===== src/source/rv_pkg.sv =====
`default_nettype none

package rv_pkg;

	localparam int XLEN = 64;
	localparam int INST_W = 32;
	localparam int REG_AW = 5;

	localparam logic [XLEN-1:0] RESET_PC = '0;

	// addi x0, x0, 0
	localparam logic [INST_W-1:0] NOP_INST = 32'h0000_0013;

	// major opcodes of the supported subset
	typedef enum logic [6:0] {
		OPC_OP     = 7'b0110011,
		OPC_OP_IMM = 7'b0010011,
		OPC_LOAD   = 7'b0000011,
		OPC_STORE  = 7'b0100011,
		OPC_BRANCH = 7'b1100011,
		OPC_JAL    = 7'b1101111
	} opcode_e;

	typedef enum logic [2:0] {
		ALU_ADD,
		ALU_SUB,
		ALU_AND,
		ALU_OR,
		ALU_XOR,
		ALU_SLT
	} alu_op_e;

	typedef enum logic {
		OP2_REG,
		OP2_IMM
	} op2_sel_e;

	// funct3 values that the decoder accepts
	localparam logic [2:0] F3_ADD = 3'b000;
	localparam logic [2:0] F3_SLT = 3'b010;
	localparam logic [2:0] F3_XOR = 3'b100;
	localparam logic [2:0] F3_OR = 3'b110;
	localparam logic [2:0] F3_AND = 3'b111;
	localparam logic [2:0] F3_DW = 3'b011;
	localparam logic [2:0] F3_BEQ = 3'b000;
	localparam logic [2:0] F3_BNE = 3'b001;

endpackage

`default_nettype wire


===== src/source/if_stage.sv =====
`default_nettype none

module if_stage import rv_pkg::*; (
	input logic clk,
	input logic rst,
	input logic if_ready,
	input logic [XLEN-1:0] if_data_read,
	output logic if_valid,
	output logic [XLEN-1:0] if_addr,
	input logic stall,
	input logic redirect,
	input logic [XLEN-1:0] target_pc,
	output logic [XLEN-1:0] pc,
	output logic [INST_W-1:0] inst,
	output logic inst_valid
);

	logic [XLEN-1:0] fetch_pc;
	logic [XLEN-1:0] redir_pc;
	logic [XLEN-1:0] hold_pc;
	logic [INST_W-1:0] hold_inst;
	logic [INST_W-1:0] fetched;
	logic req;
	logic discard;
	logic hold_valid;
	logic done;
	logic take;

	assign if_valid = req;
	assign if_addr = fetch_pc;
	assign done = req & if_ready;
	assign take = done & ~discard & ~redirect;
	// 64-bit bus, pick the word by address
	assign fetched = fetch_pc[2] ? if_data_read[63:32] : if_data_read[31:0];

	always_ff @(posedge clk) begin
		if (rst) begin
			fetch_pc <= RESET_PC;
			req <= 1'b0;
			discard <= 1'b0;
			hold_valid <= 1'b0;
			inst_valid <= 1'b0;
			inst <= NOP_INST;
		end else if (redirect) begin
			hold_valid <= 1'b0;
			inst_valid <= 1'b0;
			inst <= NOP_INST;
			if (req & ~if_ready) begin
				// let the pending fetch finish, then go to the target
				discard <= 1'b1;
				redir_pc <= target_pc;
			end else begin
				fetch_pc <= target_pc;
				req <= 1'b1;
				discard <= 1'b0;
			end
		end else begin
			if (done) begin
				discard <= 1'b0;
				fetch_pc <= discard ? redir_pc : fetch_pc + 64'd4;
				req <= discard | ~stall;
			end else if (!req && !stall) begin
				req <= 1'b1;
			end
			if (!stall) begin
				hold_valid <= 1'b0;
				if (hold_valid) begin
					pc <= hold_pc;
					inst <= hold_inst;
					inst_valid <= 1'b1;
				end else if (take) begin
					pc <= fetch_pc;
					inst <= fetched;
					inst_valid <= 1'b1;
				end else begin
					inst <= NOP_INST;
					inst_valid <= 1'b0;
				end
			end else if (take) begin
				// IF/ID busy, park the word
				hold_valid <= 1'b1;
				hold_pc <= fetch_pc;
				hold_inst <= fetched;
			end
		end
	end

	assert property (@(posedge clk) disable iff (rst)
		if_valid && !if_ready |=> if_valid && $stable(if_addr));

endmodule

`default_nettype wire


===== config.mk =====
export PLATFORM = sky130hd
export DESIGN_NAME = if_stage
export DESIGN_NICKNAME = d
export VERILOG_FILES = /design/src/source/rv_pkg.sv /design/src/source/if_stage.sv
export SDC_FILE = /design/constraint.sdc
export NUM_CORES = 1
export LEC_CHECK = 0
export ABC_AREA = 1
export BUFFER_PORTS_ARGS = -buffer_cell sky130_fd_sc_hd__buf_2
export CAP_MARGIN = 5
export CORE_UTILIZATION = 55
export CTS_CLUSTER_SIZE = 20
export DETAILED_ROUTE_END_ITERATION = 10
export HOLD_SLACK_MARGIN = 0.02
export PLACE_DENSITY = 0.8
export SLEW_MARGIN = 20
export SYNTH_ARGS = -nofsm -noshare
export SYNTH_HDL_FRONTEND = slang
export SYNTH_SLANG_ARGS = --single-unit

===== constraint.sdc =====
create_clock -name clk -period 25.1 [get_ports clk]
set_input_delay 5.02 -clock clk [delete_from_list [all_inputs] [get_ports clk]]
set_output_delay 5.02 -clock clk [all_outputs]
set_load 0.005 [all_outputs]

==> metrics.md <==
| Metric | Value |
|---|---|
| Root Buffer | clkbuf_16 |
| Area delta synth->final | 19.4% |
| Vias in the first global route | 11400 |
| Period utilization | between 20% and 30% |
| Reg area | 8730 um2 |
| Global Route Usage Sum | 31.6% |
| Arrival time at the worst endpoint | 7.05 ns |
| Drt wl/cell | approximately 20 um |
| DRC | 0 |
| Initial Util | 56.5% |
| Antenna violations before repair | 2 |
| Synthesis-stage register bit count | about 320 |
| Crit-path cells | buf_2, inv_2, nand2_1, nor3_2, buf_4 |
| Total wire length | 42800 um |
| Finish-stage setup viols | 0 |
| # H-tree levels | 2 |
| Die width | ~160 um |
| Die Y-Extent | 164 um |
| Post-synth EDFFs | 224 |
| Setup tns final | 0 ns |
| Vias/cell | ~5.8 |
| TritonCTS clock tree | built |
| Total core area | 25400 um2 |
| Filler cells | 1996 |
| DP HPWL | 29800 um |
| Most common cell after layout, fill and taps aside | nand2_1 |
| Layout cells sized above 1 | 22.3% |
| Post-CTS setup buffer count | 0 |
| FP Rows | 58 |
| GRT overflow | 0 |
| Fin. Hold Viols | 0 |
| Gp weighted congestion | 0.939 |
| CTS Buffer Depth | 3 |
| Max Cap Viol | 0 |
| Multi-input logic area | roughly 5000 um2 |
| Slew margin rel. | 28.4% |
| Net count, final | slightly below 2000 |
| Die area | 26700 um2 |
| Fin util | 67.5% |
| Crit-path slowest cell | inv_2 |
| Pin count of the biggest net entering global routing | between 70 and 80 |
| Worst EP required | 25.23 ns |
| Fraction of registers with async set/reset | 0% |
| Worst-margin pin slew | 1.07 ns |
| Worst-Skew Late Latency | 0.52 ns |
| Synth Flop Type | edfxtp_1 |
| Gate Count Post-Synth | about 1500 |
| Leakage | around 0.0065 uW |
| Post-route minimum period | 6.92 ns |
| Initial DRT Pass Iterations | 7 |
| Setup crit end kind | flip-flop |
| Fmax | 144 MHz |
| Critical Path Max Stage Delay | 0.78 ns |
| RSZ-0062 raised after global routing | false |
| CP delay by family, top | buffers and inverters |
| Synthesized area | 14400 um2 |
| Status | complete, no violations |
| HP Class | reg2reg |
| Mapped Nets | 1659 |
| Overall power | roughly 1200 uW |
| Post-route antenna net violation count | 0 |
| Worst VDD drop | between 60 and 70 uV |
| CTS Hold Bufs | 0 |
| CTS resizes | 0 |
| Final Max Tran Viols | 0 |
| Ports | between 200 and 300 |
| YS warnings | 0 |
| Skew final | 0.0149 ns |
| Crit path buffers/inverters | 3 |
| Critical path class | in2reg |
| DR iter-0 viols | 1310 |
| Worst R2R Setup Slack | between 20 and 25 ns |
| Worst Path Max Fanout | 64 |
| Startpoint Class | input pin |
| Via count | 12500 |
| Register area share after synthesis | 60.8% |
| Most frequent cells in the layout | nand2_1, buf_2, edfxtp_1, o21ai_0, nor2_1 |
| Unique masters post-synth | 34 |
| Pwr dens | 69.7 nW/um2 |
| Post-Syn Area per Cell | 9.41 um2 |
| Num Clock Sinks | 324 |
| I/O Buffers | between 200 and 300 |
| Global-route wire length before repair | 64100 um |
| CTS Buf Count | 34 |
| Clock Pin Slew Worst Setup and Hold Paths | 0.06 ns |
## worst min-delay path: stages (launching register included)
cell	delay, ns
dfxtp_1	0.31
nand3_1	0.08
o21ai_1	0.06
## cell usage after synthesis, types with 13 or more instances
cell | n | area, um2
nor2_1 | 112 | 420
a21oi_1 | 91 | 455
nand2_1 | 398 | 1490
a221oi_1 | 50 | 438
o21ai_1 | 23 | 115
dfxtp_1 | 100 | 2000
buf_2 | 13 | 65.1
nand3_1 | 91 | 455
o21ai_0 | 174 | 871
inv_1 | 87 | 327
nand2_2 | 13 | 81.3
clkbuf_1 | 52 | 195
edfxtp_1 | 224 | 6730
## final cells by class
| cell class | instances | share of cell area [%] |
|---|---|---|
| diodes | 3 | 0.0438 |
| clock buffers | 44 | 5.36 |
| clock inverters | 18 | 0.789 |
| inverters | 92 | 2.04 |
| multi-input cells | 1032 | 29.2 |
| flip-flops and latches | 324 | 51.0 |
| well taps | 330 | 2.41 |
| repair buffers | 307 | 9.16 |
## layer usage
metal | vias up | share of wire (%) | GRT usage [%] | wire length, um
li1 | 5848 | - | - | -
met1 | 5885 | 41 | 44.2 | 17500
met2 | 717 | 46 | 50.3 | 19800
met3 | 91 | 9.9 | 5.41 | 4260
met4 | 0 | 3.0 | 9.97 | 1270
met5 | - | 0 | 0 | 0
## logic make-up after synthesis
| group | Yosys count | synth area share [%] |
|---|---|---|
| AOI/OAI and AO/OA | 369 | 14.7 |
| xor gates and xnor gates | 9 | 0.549 |
| adders and majority gates | 1 | 0.0872 |
| buffers and inverters | 169 | 4.55 |
| DFF | 324 | 60.8 |
| and+or+nand+nor | 653 | 19.3 |
## final timing paths
check | start | end | cells after the start
setup / recovery | rst | redir_pc[36] | 5
hold / removal | inst[13] | inst[13] | 2
hold reg to reg | inst[13] | inst[13] | 2
setup reg to reg | if_addr[2] | if_addr[52] | 10
## report_power, final
group / total [uW] / switching [uW] / leakage (uW) / internal (uW)
Clock: 480 / 209 / 0.000511 / 271
Combinational: 104 / 67.2 / 0.00316 / 36.5
Sequential: 611 / 21.7 / 0.00288 / 589
## through the flow
step                      instance area (um2)  std cells  hold slack [ns]  worst slack (ns)
after floorplan                         14400       1525            0.466             12.47
after global placement                  16100       2085            0.466             17.49
after detailed placement                16100       2085            0.468             17.43
after CTS                               17100       2147            0.484             17.96
after global routing                    17100       2149            0.512             18.04
final                                   17100       2150            0.488             18.18
## flip-flops by register name, summed over array words and instances (netlist names)
signal	cells
hold_valid	1
if_addr	64
redir_pc	64
pc	64
hold_pc	64
hold_inst	32
discard	1
inst	32
inst_valid	1
if_valid	1
No activity file was read; power rests on OpenSTA's default activity.
