<file path="src/source/rv_pkg.sv">
`default_nettype none

package rv_pkg;

	localparam int XLEN = 64;
	localparam int INST_W = 32;
	localparam int REG_AW = 5;

	localparam logic [XLEN-1:0] RESET_PC = '0;

	// addi x0, x0, 0
	localparam logic [INST_W-1:0] NOP_INST = 32'h0000_0013;

	// major opcodes of the supported subset
	typedef enum logic [6:0] {
		OPC_OP     = 7'b0110011,
		OPC_OP_IMM = 7'b0010011,
		OPC_LOAD   = 7'b0000011,
		OPC_STORE  = 7'b0100011,
		OPC_BRANCH = 7'b1100011,
		OPC_JAL    = 7'b1101111
	} opcode_e;

	typedef enum logic [2:0] {
		ALU_ADD,
		ALU_SUB,
		ALU_AND,
		ALU_OR,
		ALU_XOR,
		ALU_SLT
	} alu_op_e;

	typedef enum logic {
		OP2_REG,
		OP2_IMM
	} op2_sel_e;

	// funct3 values that the decoder accepts
	localparam logic [2:0] F3_ADD = 3'b000;
	localparam logic [2:0] F3_SLT = 3'b010;
	localparam logic [2:0] F3_XOR = 3'b100;
	localparam logic [2:0] F3_OR = 3'b110;
	localparam logic [2:0] F3_AND = 3'b111;
	localparam logic [2:0] F3_DW = 3'b011;
	localparam logic [2:0] F3_BEQ = 3'b000;
	localparam logic [2:0] F3_BNE = 3'b001;

endpackage

`default_nettype wire

</file>
<file path="src/source/stage_bus.sv">
`default_nettype none

interface stage_bus import rv_pkg::*; ();

	logic [XLEN-1:0] pc;
	logic [INST_W-1:0] inst;
	logic inst_valid;

	logic rd_wena;
	logic [REG_AW-1:0] rd_waddr;

	logic [REG_AW-1:0] rs1_addr;
	logic [REG_AW-1:0] rs2_addr;
	logic [XLEN-1:0] rs1_data;
	logic [XLEN-1:0] rs2_data;

	logic [XLEN-1:0] imm;
	alu_op_e alu_op;
	op2_sel_e op2_sel;

	logic branch;
	logic branch_ne;
	logic jump;

	logic mem_rena;
	logic mem_wena;

	// alu result, store address, or final rd data after ME
	logic [XLEN-1:0] result;

	modport src (
		output pc, inst, inst_valid, rd_wena, rd_waddr,
		output rs1_addr, rs2_addr, rs1_data, rs2_data,
		output imm, alu_op, op2_sel, branch, branch_ne, jump,
		output mem_rena, mem_wena, result
	);

	modport dst (
		input pc, inst, inst_valid, rd_wena, rd_waddr,
		input rs1_addr, rs2_addr, rs1_data, rs2_data,
		input imm, alu_op, op2_sel, branch, branch_ne, jump,
		input mem_rena, mem_wena, result
	);

endinterface

`default_nettype wire

</file>
<file path="src/source/hazard_unit.sv">
`default_nettype none

module hazard_unit import rv_pkg::*; (
	input logic [REG_AW-1:0] rs1_addr,
	input logic rs1_rena,
	input logic [REG_AW-1:0] rs2_addr,
	input logic rs2_rena,
	stage_bus.dst ex,
	input logic redirect,
	input logic mem_busy,
	output logic if_stall,
	output logic id_stall,
	output logic id_flush,
	output logic ex_stall,
	output logic me_stall
);

	logic load_use;

	// load sitting in EX whose rd is needed by ID
	assign load_use = ex.inst_valid & ex.mem_rena & ex.rd_wena &
		((rs1_rena & (rs1_addr == ex.rd_waddr)) |
		(rs2_rena & (rs2_addr == ex.rd_waddr)));

	// memory freeze wins, then redirect, then load-use
	always_comb begin
		if (mem_busy) begin
			if_stall = 1'b1;
			id_stall = 1'b1;
			id_flush = 1'b0;
			ex_stall = 1'b1;
			me_stall = 1'b1;
		end else begin
			if_stall = load_use & ~redirect;
			id_stall = 1'b0;
			id_flush = redirect | load_use;
			ex_stall = 1'b0;
			me_stall = 1'b0;
		end
	end

endmodule

`default_nettype wire

</file>
<file path="src/flat_wrapper.sv">
// flat-port wrapper written by rule: the top's interface ports become plain ports
module hazard_unit_flat import rv_pkg::*;
  (rs1_addr, rs1_rena, rs2_addr, rs2_rena, redirect, mem_busy, if_stall, id_stall, id_flush, ex_stall, me_stall, ex_pc, ex_inst, ex_inst_valid, ex_rd_wena, ex_rd_waddr, ex_rs1_addr, ex_rs2_addr, ex_rs1_data, ex_rs2_data, ex_imm, ex_alu_op, ex_op2_sel, ex_branch, ex_branch_ne, ex_jump, ex_mem_rena, ex_mem_wena, ex_result);
  stage_bus ex_i ();
  input logic [REG_AW-1:0] rs1_addr;
  input logic rs1_rena;
  input logic [REG_AW-1:0] rs2_addr;
  input logic rs2_rena;
  input logic redirect;
  input logic mem_busy;
  output logic if_stall;
  output logic id_stall;
  output logic id_flush;
  output logic ex_stall;
  output logic me_stall;
  input wire logic [$bits(ex_i.pc)-1:0] ex_pc;
  input wire logic [$bits(ex_i.inst)-1:0] ex_inst;
  input wire logic [$bits(ex_i.inst_valid)-1:0] ex_inst_valid;
  input wire logic [$bits(ex_i.rd_wena)-1:0] ex_rd_wena;
  input wire logic [$bits(ex_i.rd_waddr)-1:0] ex_rd_waddr;
  input wire logic [$bits(ex_i.rs1_addr)-1:0] ex_rs1_addr;
  input wire logic [$bits(ex_i.rs2_addr)-1:0] ex_rs2_addr;
  input wire logic [$bits(ex_i.rs1_data)-1:0] ex_rs1_data;
  input wire logic [$bits(ex_i.rs2_data)-1:0] ex_rs2_data;
  input wire logic [$bits(ex_i.imm)-1:0] ex_imm;
  input wire logic [$bits(ex_i.alu_op)-1:0] ex_alu_op;
  input wire logic [$bits(ex_i.op2_sel)-1:0] ex_op2_sel;
  input wire logic [$bits(ex_i.branch)-1:0] ex_branch;
  input wire logic [$bits(ex_i.branch_ne)-1:0] ex_branch_ne;
  input wire logic [$bits(ex_i.jump)-1:0] ex_jump;
  input wire logic [$bits(ex_i.mem_rena)-1:0] ex_mem_rena;
  input wire logic [$bits(ex_i.mem_wena)-1:0] ex_mem_wena;
  input wire logic [$bits(ex_i.result)-1:0] ex_result;
  assign ex_i.pc = ex_pc;
  assign ex_i.inst = ex_inst;
  assign ex_i.inst_valid = ex_inst_valid;
  assign ex_i.rd_wena = ex_rd_wena;
  assign ex_i.rd_waddr = ex_rd_waddr;
  assign ex_i.rs1_addr = ex_rs1_addr;
  assign ex_i.rs2_addr = ex_rs2_addr;
  assign ex_i.rs1_data = ex_rs1_data;
  assign ex_i.rs2_data = ex_rs2_data;
  assign ex_i.imm = ex_imm;
  assign ex_i.alu_op = ex_alu_op;
  assign ex_i.op2_sel = ex_op2_sel;
  assign ex_i.branch = ex_branch;
  assign ex_i.branch_ne = ex_branch_ne;
  assign ex_i.jump = ex_jump;
  assign ex_i.mem_rena = ex_mem_rena;
  assign ex_i.mem_wena = ex_mem_wena;
  assign ex_i.result = ex_result;
  hazard_unit u_core (.rs1_addr(rs1_addr), .rs1_rena(rs1_rena), .rs2_addr(rs2_addr), .rs2_rena(rs2_rena), .ex(ex_i), .redirect(redirect), .mem_busy(mem_busy), .if_stall(if_stall), .id_stall(id_stall), .id_flush(id_flush), .ex_stall(ex_stall), .me_stall(me_stall));
endmodule
</file>
<file path="config.mk">
export PLATFORM = sky130hd
export DESIGN_NAME = hazard_unit_flat
export DESIGN_NICKNAME = d
export VERILOG_FILES = /design/src/source/rv_pkg.sv /design/src/source/stage_bus.sv /design/src/source/hazard_unit.sv /design/src/flat_wrapper.sv
export SDC_FILE = /design/constraint.sdc
export NUM_CORES = 1
export LEC_CHECK = 0
export ABC_AREA = 1
export BUFFER_PORTS_ARGS = -buffer_cell sky130_fd_sc_hd__buf_2
export CAP_MARGIN = 20
export CORE_AREA = 2 2 153 155
export DETAILED_ROUTE_END_ITERATION = 16
export DIE_AREA = 0 0 155 157
export GPL_ROUTABILITY_DRIVEN = 0
export PLACE_DENSITY = 0.32
export SYNTH_ARGS = -nofsm -noshare
export SYNTH_HDL_FRONTEND = slang
export SYNTH_SLANG_ARGS = --single-unit
</file>
<file path="constraint.sdc">
create_clock -name vclk -period 0.8
set_clock_uncertainty 0.15 [all_clocks]
set_input_delay 0.08 -clock vclk [all_inputs]
set_output_delay 0.08 -clock vclk [all_outputs]
set_load 0.005 [all_outputs]
</file>
==> key figures, run 1 <==
Critical path
  • CP cell instances: buf_8 -> inv_4 -> buf_6 -> nand2_4 -> nand2_4 -> nor2_4 -> nand3_2 -> nand2_4 -> nand2_4 -> o21bai_1 -> buf_2
  • CP max stage cell: o21bai_1
  • Crit-path most repeated cell: nand2_4
  • Kind of start point of the critical path: input pin
  • Worst EP arrival: about 0.97 ns
  • Crit-path max cell delay: between 0.1 and 0.15 ns
  • CP Max Fanout: 2
  • Crit Path Class: in -> out
  • CP top delay family: simple AND/OR/NAND/NOR gates
  • CP endpoint kind: output port
  • CP bufs+invs: 4
  • Critical Path RT: 0.57 ns

Routing
  • Met2 Wirelength: 619 um
  • DRC: 0
  • Met1 WL: around 720 um
  • Vias: roughly 390
  • DR WL met3: between 30 and 40 um
  • Top Metal Used: met3
  • WL final: approximately 1400 um
  • Routed len/inst: 3.701 um
  • Drt pass-1 iters: 3
  • Drt first-iter violations: 8
  • Routed vias/inst: ~1.1
  • Post-route ant nets: 0

Die
  • Die Ht: between 150 and 200 um
  • DIE AREA: around 24,000 um^2
  • Num ports: 397
  • Core area: about 23,000 um^2
  • Die span in x: between 150 and 200 um
  • Initial Utilization: 0.01112
  • Row cnt: 55

STA
  • RSZ-0062 raised after global routing: true
  • Setup violators final: 2
  • Final hold violation count: 0
  • Worst-Margin Slew: 0.1882 ns
  • Setup_tns: -0.7780 ns
  • Crit share post-route: 1.504
  • Final slew viol count: 0
  • Fmax: 831.0 MHz
  • PnR worst setup slack: -0.4034 ns
  • Final min period: roughly 1.2 ns
  • Max_slew headroom: 0.8741

Power
  • Pleak: 0.3389 nW
  • Power Density: between 200 and 300 nW/um^2
  • Switching pwr: around 0.13 mW
  • Total chip power: about 0.25 mW
  • Combinational fraction of design power: 1.000
  • Part of the power in registers: 0
  • Net Sw Frac: 0.5284
  • Pint: between 0.1 and 0.15 mW
  • Maximum vdd ir drop: around 0.087 mV
  • Clk pwr share: 0

Yosys
  • Syn Nets: ~450
  • Syn_area_per_cell: roughly 4.1 um^2
  • Share of the synthesized area in the top cell type: 0.4500
  • Sequential fraction of the synthesis area: 0
  • Yosys top cell by area: nand2_1
  • Syn Inst Count: 61
  • Library cells used by synthesis: 8
  • Ys Warns: 0
  • Synth area leaders: nand2_1 45%, inv_1 23%, nor2_1 12%
  • Post-synth design cell area: between 200 and 300 um^2

Job
  • # Max-Cap Violations: 0

Min path
  • Hold Path Sink: ex_stall
  • Min-Delay Path Depth: 2
  • Hold_sp: mem_busy
  • Hold Crit Class: in -> out

Place
  • DP Area: around 760 um^2
  • Count of port buffers added during placement: 27
  • Detail Placement HPWL: between 1000 and 1500 um

Cells and area
  • Ratio of cells with drive above 1 in the final layout: 0.6163
  • Nets: 480
  • Clock buffer count: 0
  • # diodes: 0
  • Register area: 0 um^2
  • Finished layout cell area: 859.6 um^2
  • Seq Cell Count: 0
  • Synth-to-layout area growth: 243.5%

Clock tree
  • Post-CTS setup buffers: 0
  • Cts hold-fix bufs: 0

GRT
  • Vias in the first global route: approximately 380
  • GRT Overall Usage: 0.01119
  • Remaining Overflow, GRT: 0
  • Antenna violations before repair: 0
  • First-pass GRT wire length: a little over 2000 um
  • Largest net degree at the start of global routing: 6

Status
  • Failing checks: negative setup slack
  • Status: finished, violations left
==> how the worst max path moves through the flow <==
stage,from,to,slack [ns],cells after the start
after floorplan,rs1_addr[1],id_flush,-0.02,8
after global placement,ex_rd_waddr[2],id_flush,-0.73,11
after detailed placement,ex_rd_waddr[2],if_stall,-0.70,11
after CTS,ex_rd_waddr[2],id_flush,-0.49,11
after global routing,ex_rd_waddr[2],if_stall,-0.53,11
final,ex_rd_waddr[2],if_stall,-0.40,11
==> cell usage in the layout (no fill, tap or decap) <==
master     n
inv_2      1
nand2_1   19
nand2_2    7
nor2_2     4
nor2_4     2
buf_6      1
nor2_1     2
a21oi_2    1
inv_1     10
buf_2     23
and3_1     1
inv_4      1
nand3_2    2
inv_8      3
o21bai_1   1
nand2_4    4
buf_4      3
buf_8      1
==> routing by layer <==
| layer | GRT usage | vias to the layer above |
|---|---|---|
| met1 | 0.01736 | 155 |
| li1 | - | 224 |
| met3 | 0 | 0 |
| met4 | 0 | 0 |
| met2 | 0.01841 | 13 |
| met5 | 0 | - |
==> synthesized netlist by cell type <==
master / instances
a21oi_1: 1
and3_1: 1
buf_4: 3
inv_1: 15
nand2_1: 30
nand3_1: 2
nor2_1: 8
o21bai_1: 1
==> metrics by stage <==
stage                     hold WS, ns  std cells  setup WS [ns]  utilization
after floorplan               0.03765         61       -0.01948            -
after global placement         0.2323        372        -0.7276      0.03397
after detailed placement       0.2309        372        -0.7003      0.03397
after CTS                      0.2302        372        -0.4938      0.03609
after global routing           0.2616        371        -0.5326      0.03820
final                          0.2346        371        -0.4034      0.03820
==> logic make-up (layout without fill, tap and decap cells) <==
| group | after synthesis | after routing | share of synthesized area |
|---|---|---|---|
| AO/OA/AOI/OAI | 2 | 2 | 0.04999 |
| buffers and inverters | 18 | 43 | 0.3150 |
| AND/OR/NAND/NOR | 41 | 41 | 0.6350 |
==> final cells by class <==
| class | count | area [um^2] |
|---|---|---|
| Multi-Input combinational cell | 43 | 257.7 |
| Inverter | 15 | 81.33 |
| Timing Repair Buffer | 28 | 163.9 |
| Fill cell | 2649 | 21640 |
| Tap cell | 285 | 356.6 |
==> what timing repair did <==
action,CTS,global route
pin swaps,7,11
endpoints found under the setup margin,2,2
gates resized for setup,13,17
==> power groups by stage <==
stage / registers (mW) / logic (mW) / clock network [mW]
finish: 0 / 0.251 / 0
floorplan: 0 / 0.0923 / 0
detailed placement: 0 / 0.201 / 0
global placement: 0 / 0.204 / 0
CTS: 0 / 0.229 / 0
global route: 0 / 0.288 / 0
Note: power is estimated with default switching activity, not from simulation.
==> inputs of run 2 (changes only) <==
Settings changed: ABC_AREA 1 to 0, CORE_AREA 2 2 153 155 to 2 2 156 158, DIE_AREA 0 0 155 157 to 0 0 158 160.
==> run 2 against run 1 <==
Effect of this change:
- the flow still finishes with violations (negative setup slack)
- synthesized cell count is 61% lower
- routed wire length decreased by 1.1%
- via count down 25%
- die area up 3.9%
- total power fell by 22%
- non-clock buffer count is 5 higher
- critical path depth down 5
- critical path type unchanged
- critical endpoint unchanged
- largest power group unchanged
==> key figures, run 2 <==
Status
  • Status: finished, violations left
  • Failing checks: negative setup slack

Routing
  • DRC: 0
  • Routed len/inst: roughly 3.6 um
  • Drt pass-1 iters: 1
  • Vias: around 300
  • WL final: approximately 1400 um
  • Post-route ant nets: 0
  • Drt first-iter violations: 0
  • Routed vias/inst: ~0.8

Yosys
  • Library cells used by synthesis: 12
  • Synth area leaders: xor2_1 36%, nor4_2 13%, buf_4 12%
  • Sequential fraction of the synthesis area: 0
  • Commonest cells post-synth: 8 x xor2_1, 3 x buf_4, 2 x a32oi_1, 2 x nor4_2, 2 x xnor2_1
  • Syn Nets: 416
  • Syn_area_per_cell: 8.081 um^2
  • Syn Inst Count: 24
  • Most common cell in the netlist: xor2_1
  • Post-synth design cell area: 193.9 um^2
  • Share of the synthesized area in the top cell type: 0.3613
  • Ys Warns: 0
  • Yosys top cell by area: xor2_1

Power
  • Power Density: 250.5 nW/um^2
  • Pleak: 0.2050 nW
  • Maximum vdd ir drop: 0.1253 mV

GRT
  • Remaining Overflow, GRT: 0
  • First-pass GRT wire length: 1876 um
  • Largest net degree at the start of global routing: 4
  • Vias in the first global route: 291
  • GRT Overall Usage: 0.01057
  • Antenna violations before repair: 1

STA
  • PnR worst setup slack: -0.7226 ns
  • Final hold violation count: 0
  • RSZ-0062 raised after global routing: true
  • Setup violators final: 2
  • Fmax: around 660 MHz
  • Max_slew headroom: 0.8071
  • Final min period: about 1.5 ns
  • Worst-Margin Slew: about 0.29 ns
  • Final slew viol count: 0
  • Min Hold Slack: 0.3210 ns
  • Crit share post-route: 1.903
  • Setup_tns: -1.263 ns

Cells and area
  • Register area: 0 um^2
  • Seq Cell Count: 0
  • Post-layout util: 0.03283
  • # diodes: 0
  • Synth-to-layout area growth: 303.2%
  • Ratio of cells with drive above 1 in the final layout: 0.6667
  • Most common cell after layout, fill and taps aside: buf_2
  • Most frequent cells in the layout: 23 x buf_2, 8 x xor2_1, 6 x buf_4, 4 x buf_6
  • Clock buffer count: 0
  • Nets: roughly 450

Critical path
  • Worst EP arrival: 1.29 ns
  • Crit path from: rs2_addr[2]
  • CP endpoint kind: output port
  • Kind of start point of the critical path: input pin
  • Crit-path max cell delay: roughly 0.32 ns
  • Critical Path RT: 0.57 ns
  • CP max stage cell: nor4_2
  • Crit Path Class: in -> out
  • CP cell instances: buf_6 -> xor2_1 -> nor4_2 -> a32oi_1 -> o31ai_2 -> buf_2
  • CP Max Fanout: 2

Die
  • Core area: between 20,000 and 25,000 um^2
  • Num ports: approximately 400
  • DIE AREA: 25,280 um^2
  • Initial Utilization: 0.008142
  • Die Ht: between 150 and 200 um
  • Row cnt: 57
  • Die span in x: 158 um

Place
  • Detail Placement HPWL: 1322 um
  • Count of port buffers added during placement: 27

Min path
  • Hold_sp: mem_busy
  • Hold Crit Class: in -> out

Job
  • # Max-Cap Violations: 0

Clock tree
  • Post-CTS setup buffers: 0
run 2: what timing repair did:
action                                  in CTS  in global routing
cloned                                       0                  0
endpoints found under the hold margin        0                  0
endpoints found under the setup margin       2                  2
hold buffers                                 0                  0
gates resized for setup                      5                  0
pin swaps                                    2                  0
run 2: area by class of cell:
type,count,area [um^2]
Timing Repair Buffer,33,205.2
Multi-Input combinational cell,20,167.7
Tap cell,324,405.4
Fill cell,2880,23040
Inverter,1,3.754
run 2: power by group:
group	internal, mW	switching (mW)
sequential	0	0
combinational	0.113	0.0826
clock	0	0
total	0.113	0.0826
run 2: metal layers:
| layer | track usage | wire length (um) |
|---|---|---|
| met5 | 0 | 8 |
| met4 | 0 | 4 |
| met3 | 0.005427 | 201 |
| met2 | 0.01581 | 521 |
| met1 | 0.01445 | 623 |
run 2: worst paths after layout:
kind | to | slack, ns | cells after the start
min | ex_stall | 0.32 | 3
max | if_stall | -0.72 | 6
run 2: logic make-up after synthesis:
logic type,synth area share
compound gates,0.1548
buf+inv,0.1355
xor+xnor,0.4516
simple gates,0.2580
run 2: worst max-delay path: cells and delay by family:
kind	cells	cell delay [ns]
buffers and inverters	2	0.29
xor gates and xnor gates	1	0.16
AOI/OAI and AO/OA	2	0.44
and+or+nand+nor	1	0.32
run 2: stage by stage:
step / instance area [um^2] / total power [mW] / worst slack, ns / cells
detailed placement: 757.0 / 0.1898 / -0.8109 / 378
global placement: 757.0 / 0.1912 / -0.8290 / 378
floorplan: 193.9 / 0.07526 / -0.2864 / 24
finish: 782.0 / 0.1959 / -0.7226 / 378
global route: 782.0 / 0.2211 / -0.8234 / 378
CTS: 782.0 / 0.2029 / -0.7739 / 378
